### src/hw/completion_pkg.sv
/*
 * shared sizes and types for the completion side
 * ROB_TAG_LEN must stay log2(ROB_DEPTH); tags wrap by plain overflow
 */
package completion_pkg;

	////////////////////////////////////////////////////////////
	// sizes
	////////////////////////////////////////////////////////////
	localparam int XLEN        = 32;
	localparam int ROB_DEPTH   = 8;
	localparam int ROB_TAG_LEN = 3;
	localparam int REG_IDX_LEN = 5;

	////////////////////////////////////////////////////////////
	// result and bus formats
	////////////////////////////////////////////////////////////

	// one execution unit result, same for alu, store and load
	typedef struct packed {
		logic                   valid;
		logic [ROB_TAG_LEN-1:0] tag;
		logic [XLEN-1:0]        value;
	} wb_result_t;

	// common data bus broadcast
	typedef struct packed {
		logic                   valid;
		logic [ROB_TAG_LEN-1:0] tag;
		logic [XLEN-1:0]        value;
	} cdb_t;

	// one reorder buffer entry
	typedef struct packed {
		logic                   busy;
		logic                   ready;
		logic                   store;
		logic [REG_IDX_LEN-1:0] dest;
		logic [XLEN-1:0]        value;
	} rob_entry_t;

endpackage
### src/hw/wb_req_if.sv
/*
 * request path from one holding register to the CDB arbiter
 * req stays up with stable tag and value until grant is seen high
 */
`timescale 1ns/10ps

interface wb_req_if import completion_pkg::*; ();

	// slot side
	logic                   req;
	logic [ROB_TAG_LEN-1:0] tag;
	logic [XLEN-1:0]        value;

	// arbiter side
	logic                   grant;

	modport slot (
		output req, tag, value,
		input  grant
	);

	modport arbiter (
		input  req, tag, value,
		output grant
	);

endinterface

### src/hw/completion_unit.sv
/*
 * completion top: three write-back slots, CDB arbiter and reorder buffer
 * result tags must come from alloc_tag; results for free entries are dropped
 */
`timescale 1ns/10ps

module completion_unit import completion_pkg::*; (
	input  logic                   clock,
	input  logic                   reset,

	// alu result port
	input  logic                   alu_valid,
	input  logic [ROB_TAG_LEN-1:0] alu_tag,
	input  logic [XLEN-1:0]        alu_value,
	output logic                   alu_stall,

	// store address result port
	input  logic                   st_valid,
	input  logic [ROB_TAG_LEN-1:0] st_tag,
	input  logic [XLEN-1:0]        st_value,
	output logic                   st_stall,

	// load buffer result port
	input  logic                   ld_valid,
	input  logic [ROB_TAG_LEN-1:0] ld_tag,
	input  logic [XLEN-1:0]        ld_value,
	output logic                   ld_stall,

	// allocation in program order
	input  logic                   alloc_valid,
	input  logic [REG_IDX_LEN-1:0] alloc_dest,
	input  logic                   alloc_store,
	output logic [ROB_TAG_LEN-1:0] alloc_tag,
	output logic                   rob_full,

	// in-order commit
	output logic                   commit_valid,
	output logic [ROB_TAG_LEN-1:0] commit_tag,
	output logic [REG_IDX_LEN-1:0] commit_dest,
	output logic [XLEN-1:0]        commit_value,
	output logic                   commit_wr_en
);

	wb_result_t ld_result;
	wb_result_t alu_result;
	wb_result_t st_result;
	cdb_t       cdb;

	wb_req_if ld_req ();
	wb_req_if alu_req ();
	wb_req_if st_req ();

	// plain ports into result records
	assign ld_result  = '{valid: ld_valid, tag: ld_tag, value: ld_value};
	assign alu_result = '{valid: alu_valid, tag: alu_tag, value: alu_value};
	assign st_result  = '{valid: st_valid, tag: st_tag, value: st_value};

	////////////////////////////////////////////////////////////
	// write-back slots
	////////////////////////////////////////////////////////////
	wb_slot ld_slot (.clock(clock), .reset(reset), .in_result(ld_result),
		.stall(ld_stall), .bus(ld_req.slot));
	wb_slot alu_slot (.clock(clock), .reset(reset), .in_result(alu_result),
		.stall(alu_stall), .bus(alu_req.slot));
	wb_slot st_slot (.clock(clock), .reset(reset), .in_result(st_result),
		.stall(st_stall), .bus(st_req.slot));

	////////////////////////////////////////////////////////////
	// CDB and reorder buffer
	////////////////////////////////////////////////////////////
	cdb_arbiter cdb_arbiter_0 (.ld_bus(ld_req.arbiter), .alu_bus(alu_req.arbiter),
		.st_bus(st_req.arbiter), .cdb(cdb));

	rob rob_0 (
		.clock(clock),
		.reset(reset),
		.alloc_valid(alloc_valid),
		.alloc_store(alloc_store),
		.alloc_dest(alloc_dest),
		.cdb(cdb),
		.alloc_tag(alloc_tag),
		.full(rob_full),
		.commit_valid(commit_valid),
		.commit_wr_en(commit_wr_en),
		.commit_tag(commit_tag),
		.commit_dest(commit_dest),
		.commit_value(commit_value)
	);

endmodule

### src/hw/rob.sv
/*
 * reorder buffer, tags handed out in program order and retired in order
 * allocation while full is dropped; at most one commit per cycle
 */
`timescale 1ns/10ps

module rob import completion_pkg::*; (
	input  logic                   clock,
	input  logic                   reset,
	input  logic                   alloc_valid,
	input  logic                   alloc_store,
	input  logic [REG_IDX_LEN-1:0] alloc_dest,
	input  cdb_t                   cdb,
	output logic [ROB_TAG_LEN-1:0] alloc_tag,
	output logic                   full,
	output logic                   commit_valid,
	output logic                   commit_wr_en,
	output logic [ROB_TAG_LEN-1:0] commit_tag,
	output logic [REG_IDX_LEN-1:0] commit_dest,
	output logic [XLEN-1:0]        commit_value
);

	////////////////////////////////////////////////////////////
	// storage and pointers
	////////////////////////////////////////////////////////////
	rob_entry_t             entries [ROB_DEPTH];
	logic [ROB_TAG_LEN-1:0] head;
	logic [ROB_TAG_LEN-1:0] tail;
	// one extra bit so a full buffer is distinct from empty
	logic [ROB_TAG_LEN:0]   count;

	rob_entry_t head_entry;
	logic       do_alloc;
	logic       do_commit;

	assign head_entry = entries[head];
	assign full       = (count == ROB_DEPTH);
	assign alloc_tag  = tail;

	assign do_alloc  = alloc_valid & ~full;
	// busy check keeps a stale ready bit from retiring
	assign do_commit = head_entry.busy & head_entry.ready;

	////////////////////////////////////////////////////////////
	// entry updates
	////////////////////////////////////////////////////////////
	always_ff @(posedge clock) begin
		if (reset) begin
			for (int i = 0; i < ROB_DEPTH; i++) begin
				entries[i].busy  <= 1'b0;
				entries[i].ready <= 1'b0;
			end
		end else begin
			// capture from the CDB, only into a live entry
			if (cdb.valid && entries[cdb.tag].busy) begin
				entries[cdb.tag].ready <= 1'b1;
				entries[cdb.tag].value <= cdb.value;
			end
			// retire frees the head
			if (do_commit) begin
				entries[head].busy  <= 1'b0;
				entries[head].ready <= 1'b0;
			end
			// tail never equals a busy head when allocation is allowed
			if (do_alloc) begin
				entries[tail].busy  <= 1'b1;
				entries[tail].ready <= 1'b0;
				entries[tail].store <= alloc_store;
				entries[tail].dest  <= alloc_dest;
			end
		end
	end

	////////////////////////////////////////////////////////////
	// pointers and occupancy
	////////////////////////////////////////////////////////////
	always_ff @(posedge clock) begin
		if (reset) begin
			head  <= '0;
			tail  <= '0;
			count <= '0;
		end else begin
			if (do_alloc) begin
				tail <= tail + 1'b1;
			end
			if (do_commit) begin
				head <= head + 1'b1;
			end
			case ({do_alloc, do_commit})
				2'b10:   count <= count + 1'b1;
				2'b01:   count <= count - 1'b1;
				default: count <= count;
			endcase
		end
	end

	////////////////////////////////////////////////////////////
	// commit outputs, registered
	////////////////////////////////////////////////////////////
	always_ff @(posedge clock) begin
		if (reset) begin
			commit_valid <= 1'b0;
			commit_wr_en <= 1'b0;
		end else begin
			commit_valid <= do_commit;
			// stores and x0 never reach the register file
			commit_wr_en <= do_commit & ~head_entry.store & (head_entry.dest != '0);
		end
	end

	// payload follows the head, meaningful with commit_valid only
	always_ff @(posedge clock) begin
		if (do_commit) begin
			commit_tag   <= head;
			commit_dest  <= head_entry.dest;
			commit_value <= head_entry.value;
		end
	end

endmodule

### src/hw/cdb_arbiter.sv
/*
 * combinational fixed priority CDB arbiter, load then alu then store
 * losers are not queued; their slots simply keep requesting
 */
`timescale 1ns/10ps

module cdb_arbiter import completion_pkg::*; (
	wb_req_if.arbiter ld_bus,
	wb_req_if.arbiter alu_bus,
	wb_req_if.arbiter st_bus,
	output cdb_t      cdb
);

	// bit 0 load, bit 1 alu, bit 2 store
	logic [2:0] req_vec;
	logic [2:0] grant_vec;
	wb_result_t winner;

	assign req_vec = {st_bus.req, alu_bus.req, ld_bus.req};

	// lowest index wins
	assign grant_vec[0] = req_vec[0];
	assign grant_vec[1] = req_vec[1] & ~req_vec[0];
	assign grant_vec[2] = req_vec[2] & ~|req_vec[1:0];

	assign ld_bus.grant  = grant_vec[0];
	assign alu_bus.grant = grant_vec[1];
	assign st_bus.grant  = grant_vec[2];

	// winner mux, idle bus when nobody asks
	always_comb begin
		winner = '0;
		if (grant_vec[0]) begin
			winner = '{valid: 1'b1, tag: ld_bus.tag, value: ld_bus.value};
		end else if (grant_vec[1]) begin
			winner = '{valid: 1'b1, tag: alu_bus.tag, value: alu_bus.value};
		end else if (grant_vec[2]) begin
			winner = '{valid: 1'b1, tag: st_bus.tag, value: st_bus.value};
		end
	end

	assign cdb = '{valid: winner.valid, tag: winner.tag, value: winner.value};

endmodule

### src/hw/wb_slot.sv
/*
 * write-back holding register for one execution unit
 * unit may pulse in_result.valid only while stall is low
 */
`timescale 1ns/10ps

module wb_slot import completion_pkg::*; (
	input  logic       clock,
	input  logic       reset,
	input  wb_result_t in_result,
	output logic       stall,
	wb_req_if.slot     bus
);

	// held result, valid bit doubles as occupancy
	wb_result_t held;
	logic       accept;

	////////////////////////////////////////////////////////////
	// hazard
	////////////////////////////////////////////////////////////

	// busy unless the held result leaves this cycle
	assign stall  = held.valid & ~bus.grant;
	assign accept = in_result.valid & ~stall;

	////////////////////////////////////////////////////////////
	// holding register
	////////////////////////////////////////////////////////////
	always_ff @(posedge clock) begin
		if (reset) begin
			held.valid <= 1'b0;
		end else if (accept) begin
			// a granted result is replaced at the same edge
			held <= in_result;
		end else if (bus.grant) begin
			held.valid <= 1'b0;
		end
	end

	// present to the arbiter from the next cycle on
	assign bus.req   = held.valid;
	assign bus.tag   = held.tag;
	assign bus.value = held.value;

endmodule

### config.mk
export PLATFORM = sky130hd
export DESIGN_NAME = completion_unit
export DESIGN_NICKNAME = d
export VERILOG_FILES = /design/src/hw/completion_pkg.sv /design/src/hw/wb_req_if.sv /design/src/hw/completion_unit.sv /design/src/hw/rob.sv /design/src/hw/cdb_arbiter.sv /design/src/hw/wb_slot.sv
export SDC_FILE = /design/constraint.sdc
export NUM_CORES = 1
export LEC_CHECK = 0
export BUFFER_PORTS_ARGS = -buffer_cell sky130_fd_sc_hd__buf_2
export CAP_MARGIN = 20
export CORE_MARGIN = 3
export CORE_UTILIZATION = 51
export CTS_CLUSTER_DIAMETER = 200
export DETAILED_ROUTE_END_ITERATION = 8
export PLACE_DENSITY = 0.7
export SKIP_LAST_GASP = 1
export SYNTH_ARGS = -nofsm -noshare
export SYNTH_HDL_FRONTEND = slang
export SYNTH_SLANG_ARGS = --single-unit
export TNS_END_PERCENT = 30
### constraint.sdc
create_clock -name clock -period 6.6 [get_ports clock]
set_input_delay 0 -clock clock [delete_from_list [all_inputs] [get_ports clock]]
set_output_delay 0 -clock clock [all_outputs]
set_load 0.1 [all_outputs]
# [Word-level counts from Yosys, hierarchy flattened]
# Memory sizes are Yosys's and may differ from the RTL's. A register that Yosys moved wholly into a read port is not among the register bits.
# Cells that the tools add are included.
[word_totals] output_inout_bits=49 reg_bits=160 wordCells=87 memories=1 ram_bits=320
[memory_table] memory="rob_0.entries" depth=8 width=40 read_ports=2 rd_ports_with_merged_regs=1 write_ports=8 line="rob.sv:26" text="rob_entry_t entries [ROB_DEPTH];"
[classes] eq_ne=3 muxes=31 bitwise_logic=18 reduce_logical=13 add_sub_neg=4
[ops] op="two-way mux 40 bit" n=3
[ops] op="OR reduction 40 bit" n=3
[ops] op="two-way mux 36 bit" n=3
[ops] op="two-way mux 3 bit" n=6
[ops] op="two-way mux 1 bit" n=16
[ops] op="bitwise AND 1 bit" n=10
[ops] op="NOT 1 bit" n=8
[ops] op="one-hot mux 4 bit (2 select lines)" n=1
[ops] op="adder 3 x 1 -> 3 bit (second input constant)" n=2
[ops] op="AND reduction 2 bit" n=3
[ops] op="nonzero test 2 bit" n=3
[ops] op="nonzero test 5 bit" n=1
[ops] op="adder 4 x 1 -> 4 bit (second input constant)" n=1
[ops] op="equality test 4 bit (second input constant)" n=1
[ops] op="two-way mux 4 bit" n=1
[ops] op="subtractor 4 x 1 -> 4 bit (second input constant)" n=1
[ops] op="equality test 2 x 1 -> 1 bit (second input constant)" n=1
[ops] op="equality test 2 bit (second input constant)" n=1
[ops] op="two-way mux 2 bit" n=1
[ops] op="OR reduction 2 bit" n=1
[ops] op="logical AND 1 bit" n=1
[ops] op="logical NOT 1 bit" n=1

# [Depth between registers and ports, before layout]
# An unclocked memory read counts as a cell.
[depth] word_depth=13 depth_mapped=12

# [By module]
# Synthesis repeated with hierarchy kept, for this count alone.
[unflattened] hier_cells=970 hier_area_um2=18709.2
[by_module_without_submodules] mod="rob" seq_area_each_um2=10950.5 cells_each=689 instances=1 area_each_um2=14367.5
[by_module_without_submodules] mod="wb_slot" seq_area_each_um2=1071.0 cells_each=39 instances=3 area_each_um2=1107.3
[by_module_without_submodules] mod="cdb_arbiter" seq_area_each_um2=0.0 cells_each=164 instances=1 area_each_um2=1019.7

# [Worst setup path before layout]
# No wires, ideal clock.
[synth_path] kind="reg-to-reg" from="reg rob_0.count[0]" to="reg rob_0.count[3]" slack_ps=1079 stages_incl_launch_ff=11 required_time_ps=6529 period_less_slack_ps=5521 n_path_buf=1 arrival_ps=5450 cell_sequence="dfxtp_1 > nor4b_1 > nand2b_1 > clkbuf_1 > ha_1 > ha_1 > a21o_1 > a21oi_1 > xnor2_1 > or3_1 > a21oi_1"
[synth_via] elab_chain_len=5
[synth_rtl] item="from (decl)" line="rob.sv:30" text="logic [ROB_TAG_LEN:0] count;"
[synth_rtl] item="from (signal assigned)" line="rob.sv:90" text="2'b10: count <= count + 1'b1;"
[synth_rtl] item="from (signal assigned)" line="rob.sv:91" text="2'b01: count <= count - 1'b1;"
[synth_rtl] item="from (signal assigned)" line="rob.sv:92" text="default: count <= count;"
[synth_rtl] item="equality test 4 bit (*)" line="rob.sv:37" text="assign full = (count == ROB_DEPTH);"
[synth_rtl] item="named net rob_full" line="completion_unit.sv:34" text="output logic rob_full,"
[synth_rtl] item="NOT 1 bit (*)" line="rob.sv:40" text="assign do_alloc = alloc_valid & ~full;"
[synth_rtl] item="bitwise AND 1 bit (*)" line="rob.sv:40"
[synth_rtl] item="equality test 2 x 1 -> 1 bit / equality test 2 bit (equally long branches)" line="rob.sv:89" text="case ({do_alloc, do_commit})"
[synth_rtl] item="one-hot mux 4 bit (2 select lines) / nonzero test 2 bit (equally long branches)"
# The timed path passes the listed nets; every way through them passes the cells marked *.
# A chain may end at the register's enable or synchronous reset.

==> flow_summary.json <==
{
  "status": "completed",
  "drtIter0Drc": 628,
  "stdcell_count": 1700,
  "synthFlopType": "edfxtp_1",
  "h-tree-depth": 2,
  "numPortBuffers": 164,
  "cp_data_required_time_ns": 6.76,
  "drive_gt1_frac": 0.2972,
  "syn_area_um2": 18140,
  "power.density_nw_per_um2": 289.7,
  "synth-async-reset-ratio": 0,
  "fmax_mhz": 302.2,
  "r2r_setup_slack_ns": 3.29,
  "fin_worst_skew_ns": 0.02142,
  "crit_end": "rob_0.entries[1][31]",
  "cts_buffers": 49,
  "drv_slew": 0,
  "drv_cap": 0,
  "worstMarginPinSlew_ns": 1.147,
  "finalHoldViolCount": 0,
  "viasPerCell": 5.616,
  "ys_types": 59,
  "synth_warnings": 0,
  "fin_crit_sh": 0.5014,
  "tritoncts": "yes",
  "synth_edf_count": 449,
  "top_layer": "met4",
  "worstSkewPairLatency_ns": 0.56,
  "drc": 0,
  "clk_path_buf_depth": 3,
  "n_antenna_cell": 0,
  "cts.sinks": 483,
  "ys_seq_area_frac": 0.7807,
  "final_cell_mix": "edfxtp_1, buf_2, dlygate4sd3_1",
  "synth_nets": 1034,
  "cts_setup_buffers": 0,
  "grt_pass1_vias": 10220,
  "hp-class": "in -> reg",
  "tns_ns": 0,
  "p_clk_frac": 0.408,
  "route.met2.wl_mm": 18.88,
  "min_period_ns": 3.310,
  "worstPathMaxFanout": 43,
  "wl_met3_mm": 1.915,
  "antenna_found_initial": 0,
  "reg2reg_to": "rob_0.entries[1][31]",
  "cts-root-buf": "clkbuf_16",
  "grt_setup_unrepaired": "false",
  "die_w_um": 194.6,
  "start_util": 0.5214,
  "swShare": 0.2076,
  "maxSlewHeadroom": 0.2274,
  "core_um2": 34800,
  "place_inst": 1496,
  "p_sw_mw": 1.333,
  "place_hpwl_mm": 21.03,
  "worstSetupPathType": "reg -> reg",
  "vias": 9548,
  "pwr-share-comb": 0.051,
  "syn_to_final_growth_pct": 22.13,
  "cts_resized": 0,
  "rows": 68,
  "pin_count": 166,
  "gp_congestion": 0.8685,
  "syn_avg_cell_area_um2": 19.91,
  "end_kind": "flop",
  "r2r_cells": 5,
  "arrival_ns": 3.47,
  "grt_max_degree": 48,
  "grtUsageTotal": 0.2034,
  "grt-ovfl-total": 0,
  "intPower_mw": 5.086,
  "yosys_register_bits": 483,
  "finalSetupViolCount": 0,
  "die_h_um": 194.6,
  "die-area_um2": 37870,
  "wirelength_mm": 38.26,
  "syn_inst": 911,
  "ant_nets": 0,
  "clkTransAtPathRegs_ns": 0.06,
  "grt_pass1_wl_mm": 59.53,
  "p_leak_nw": 7.432,
  "worstReg2RegStart": "ld_slot.bus.req",
  "wl_met1_mm": 16.84,
  "startpoint_type": "flop",
  "layout_commonest_cell": "edfxtp_1",
  "dr.pass1.iters": 5,
  "ctsHoldBuffers": 117,
  "final_net_count": 1334,
  "post_drt_wl_per_cell_um": 22.51,
  "ir_worst_vdd_mv": 0.2520,
  "cp-startpoint": "ld_slot.bus.req",
  "seqPwrFrac": 0.540
}
## per-stage QoR
stage          hold slack (ns)  power (mW)  instance area, µm²  worst slack (ns)  utilization
2_1_floorplan          0.09887       3.692               18140             1.079            -
3_3_place_gp            0.1769       3.795               19460             3.343       0.5592
3_5_place_dp            0.1781       3.804               19470             3.279       0.5594
4_1_cts              0.0006905       6.455               22150             3.250       0.6364
5_1_grt                0.05789       6.621               22160             2.978       0.6367
6_report               0.01697       6.419               22160             3.290       0.6367
## power groups by stage
stage / Sequential (mW) / Combinational, mW / Clock (mW)
floorplan: 3.55 / 0.144 / 0
global placement: 3.53 / 0.265 / 0
detailed placement: 3.53 / 0.272 / 0
CTS: 3.47 / 0.328 / 2.66
global route: 3.47 / 0.359 / 2.79
finish: 3.47 / 0.329 / 2.62
## worst min path at each step
stage,from,endpoint,slack [ns],cells after the start
after floorplan,alu_tag[0],alu_slot.bus.tag[0],0.1,0
after global placement,st_value[20],st_slot.bus.value[20],0.18,1
after detailed placement,st_value[20],st_slot.bus.value[20],0.18,1
after CTS,alloc_valid,rob_0.alloc_tag[1],0.0007,4
after global routing,alloc_valid,rob_0.entries[6][39],0.06,4
final,alloc_valid,rob_0.alloc_tag[1],0.02,4
## cells in the mapped netlist, types with 4 or more instances
| cell | number | area, µm² |
|---|---|---|
| inv_1 | 13 | 48.80 |
| nor3_1 | 7 | 35.03 |
| buf_1 | 4 | 15.01 |
| and3_1 | 5 | 31.28 |
| nor2b_1 | 6 | 37.54 |
| nand2b_1 | 6 | 37.54 |
| mux4_1 | 8 | 210.2 |
| edfxtp_1 | 449 | 13480 |
| a21oi_1 | 12 | 60.06 |
| a221oi_1 | 4 | 35.03 |
| a22oi_1 | 34 | 255.2 |
| o21ai_0 | 33 | 165.2 |
| nand2_1 | 53 | 198.9 |
| mux4_2 | 70 | 1577 |
| dfxtp_1 | 34 | 680.7 |
| mux2_2 | 38 | 427.9 |
| nor3b_1 | 4 | 30.03 |
| clkbuf_1 | 30 | 112.6 |
| ha_1 | 5 | 62.56 |
| nor2_1 | 24 | 90.09 |
| buf_2 | 8 | 40.04 |
## layer usage
| metal | track usage | up-vias |
|---|---|---|
| li1 | - | 4302 |
| met1 | 0.2870 | 4892 |
| met2 | 0.3362 | 295 |
| met3 | 0.03692 | 59 |
| met4 | 0.04761 | 0 |
| met5 | 0 | - |
## final cells by class
| cell class | instances | area, µm² |
|---|---|---|
| flip-flops and latches | 483 | 14170 |
| fillers | 2339 | 12640 |
| multi-input cells | 368 | 3762 |
| repair buffers | 294 | 2087 |
| clock buffers | 62 | 1318 |
| well taps | 455 | 569.3 |
| clock inverters | 23 | 190.2 |
| inverters | 15 | 56.30 |
## kinds of logic after synthesis
logic type / after synthesis / share of synthesized area
AOI/OAI and AO/OA: 111 / 0.04048
buffers and inverters: 60 / 0.01448
other: 1 / 0.0002067
adders and majority gates: 6 / 0.004552
DFF: 483 / 0.7807
and+or+nand+nor: 126 / 0.03345
muxes: 119 / 0.1237
xor gates and xnor gates: 5 / 0.002414
## critical path, cell delays in order, from the launching register on
cell     delay (ns)
dfxtp_2        0.73
buf_4          0.49
a21oi_1        0.12
a22oi_1        0.45
and2_1         0.26
and3_2         0.81
## flip-flops by register name, indices dropped and copies added, names as in the netlist, 3 cells and up, named ones only
| register | flops |
|---|---|
| rob_0.entries | 320 |
| alu_slot.bus.value | 32 |
| rob_0.commit_value | 32 |
| rob_0.alloc_tag | 3 |
| rob_0.commit_dest | 5 |
| rob_0.head | 3 |
| st_slot.bus.value | 32 |
| ld_slot.bus.tag | 3 |
| rob_0.count | 4 |
| st_slot.bus.tag | 3 |
| rob_0.commit_tag | 3 |
| ld_slot.bus.value | 32 |
| alu_slot.bus.tag | 3 |
Note: power is estimated with default switching activity, not from simulation.
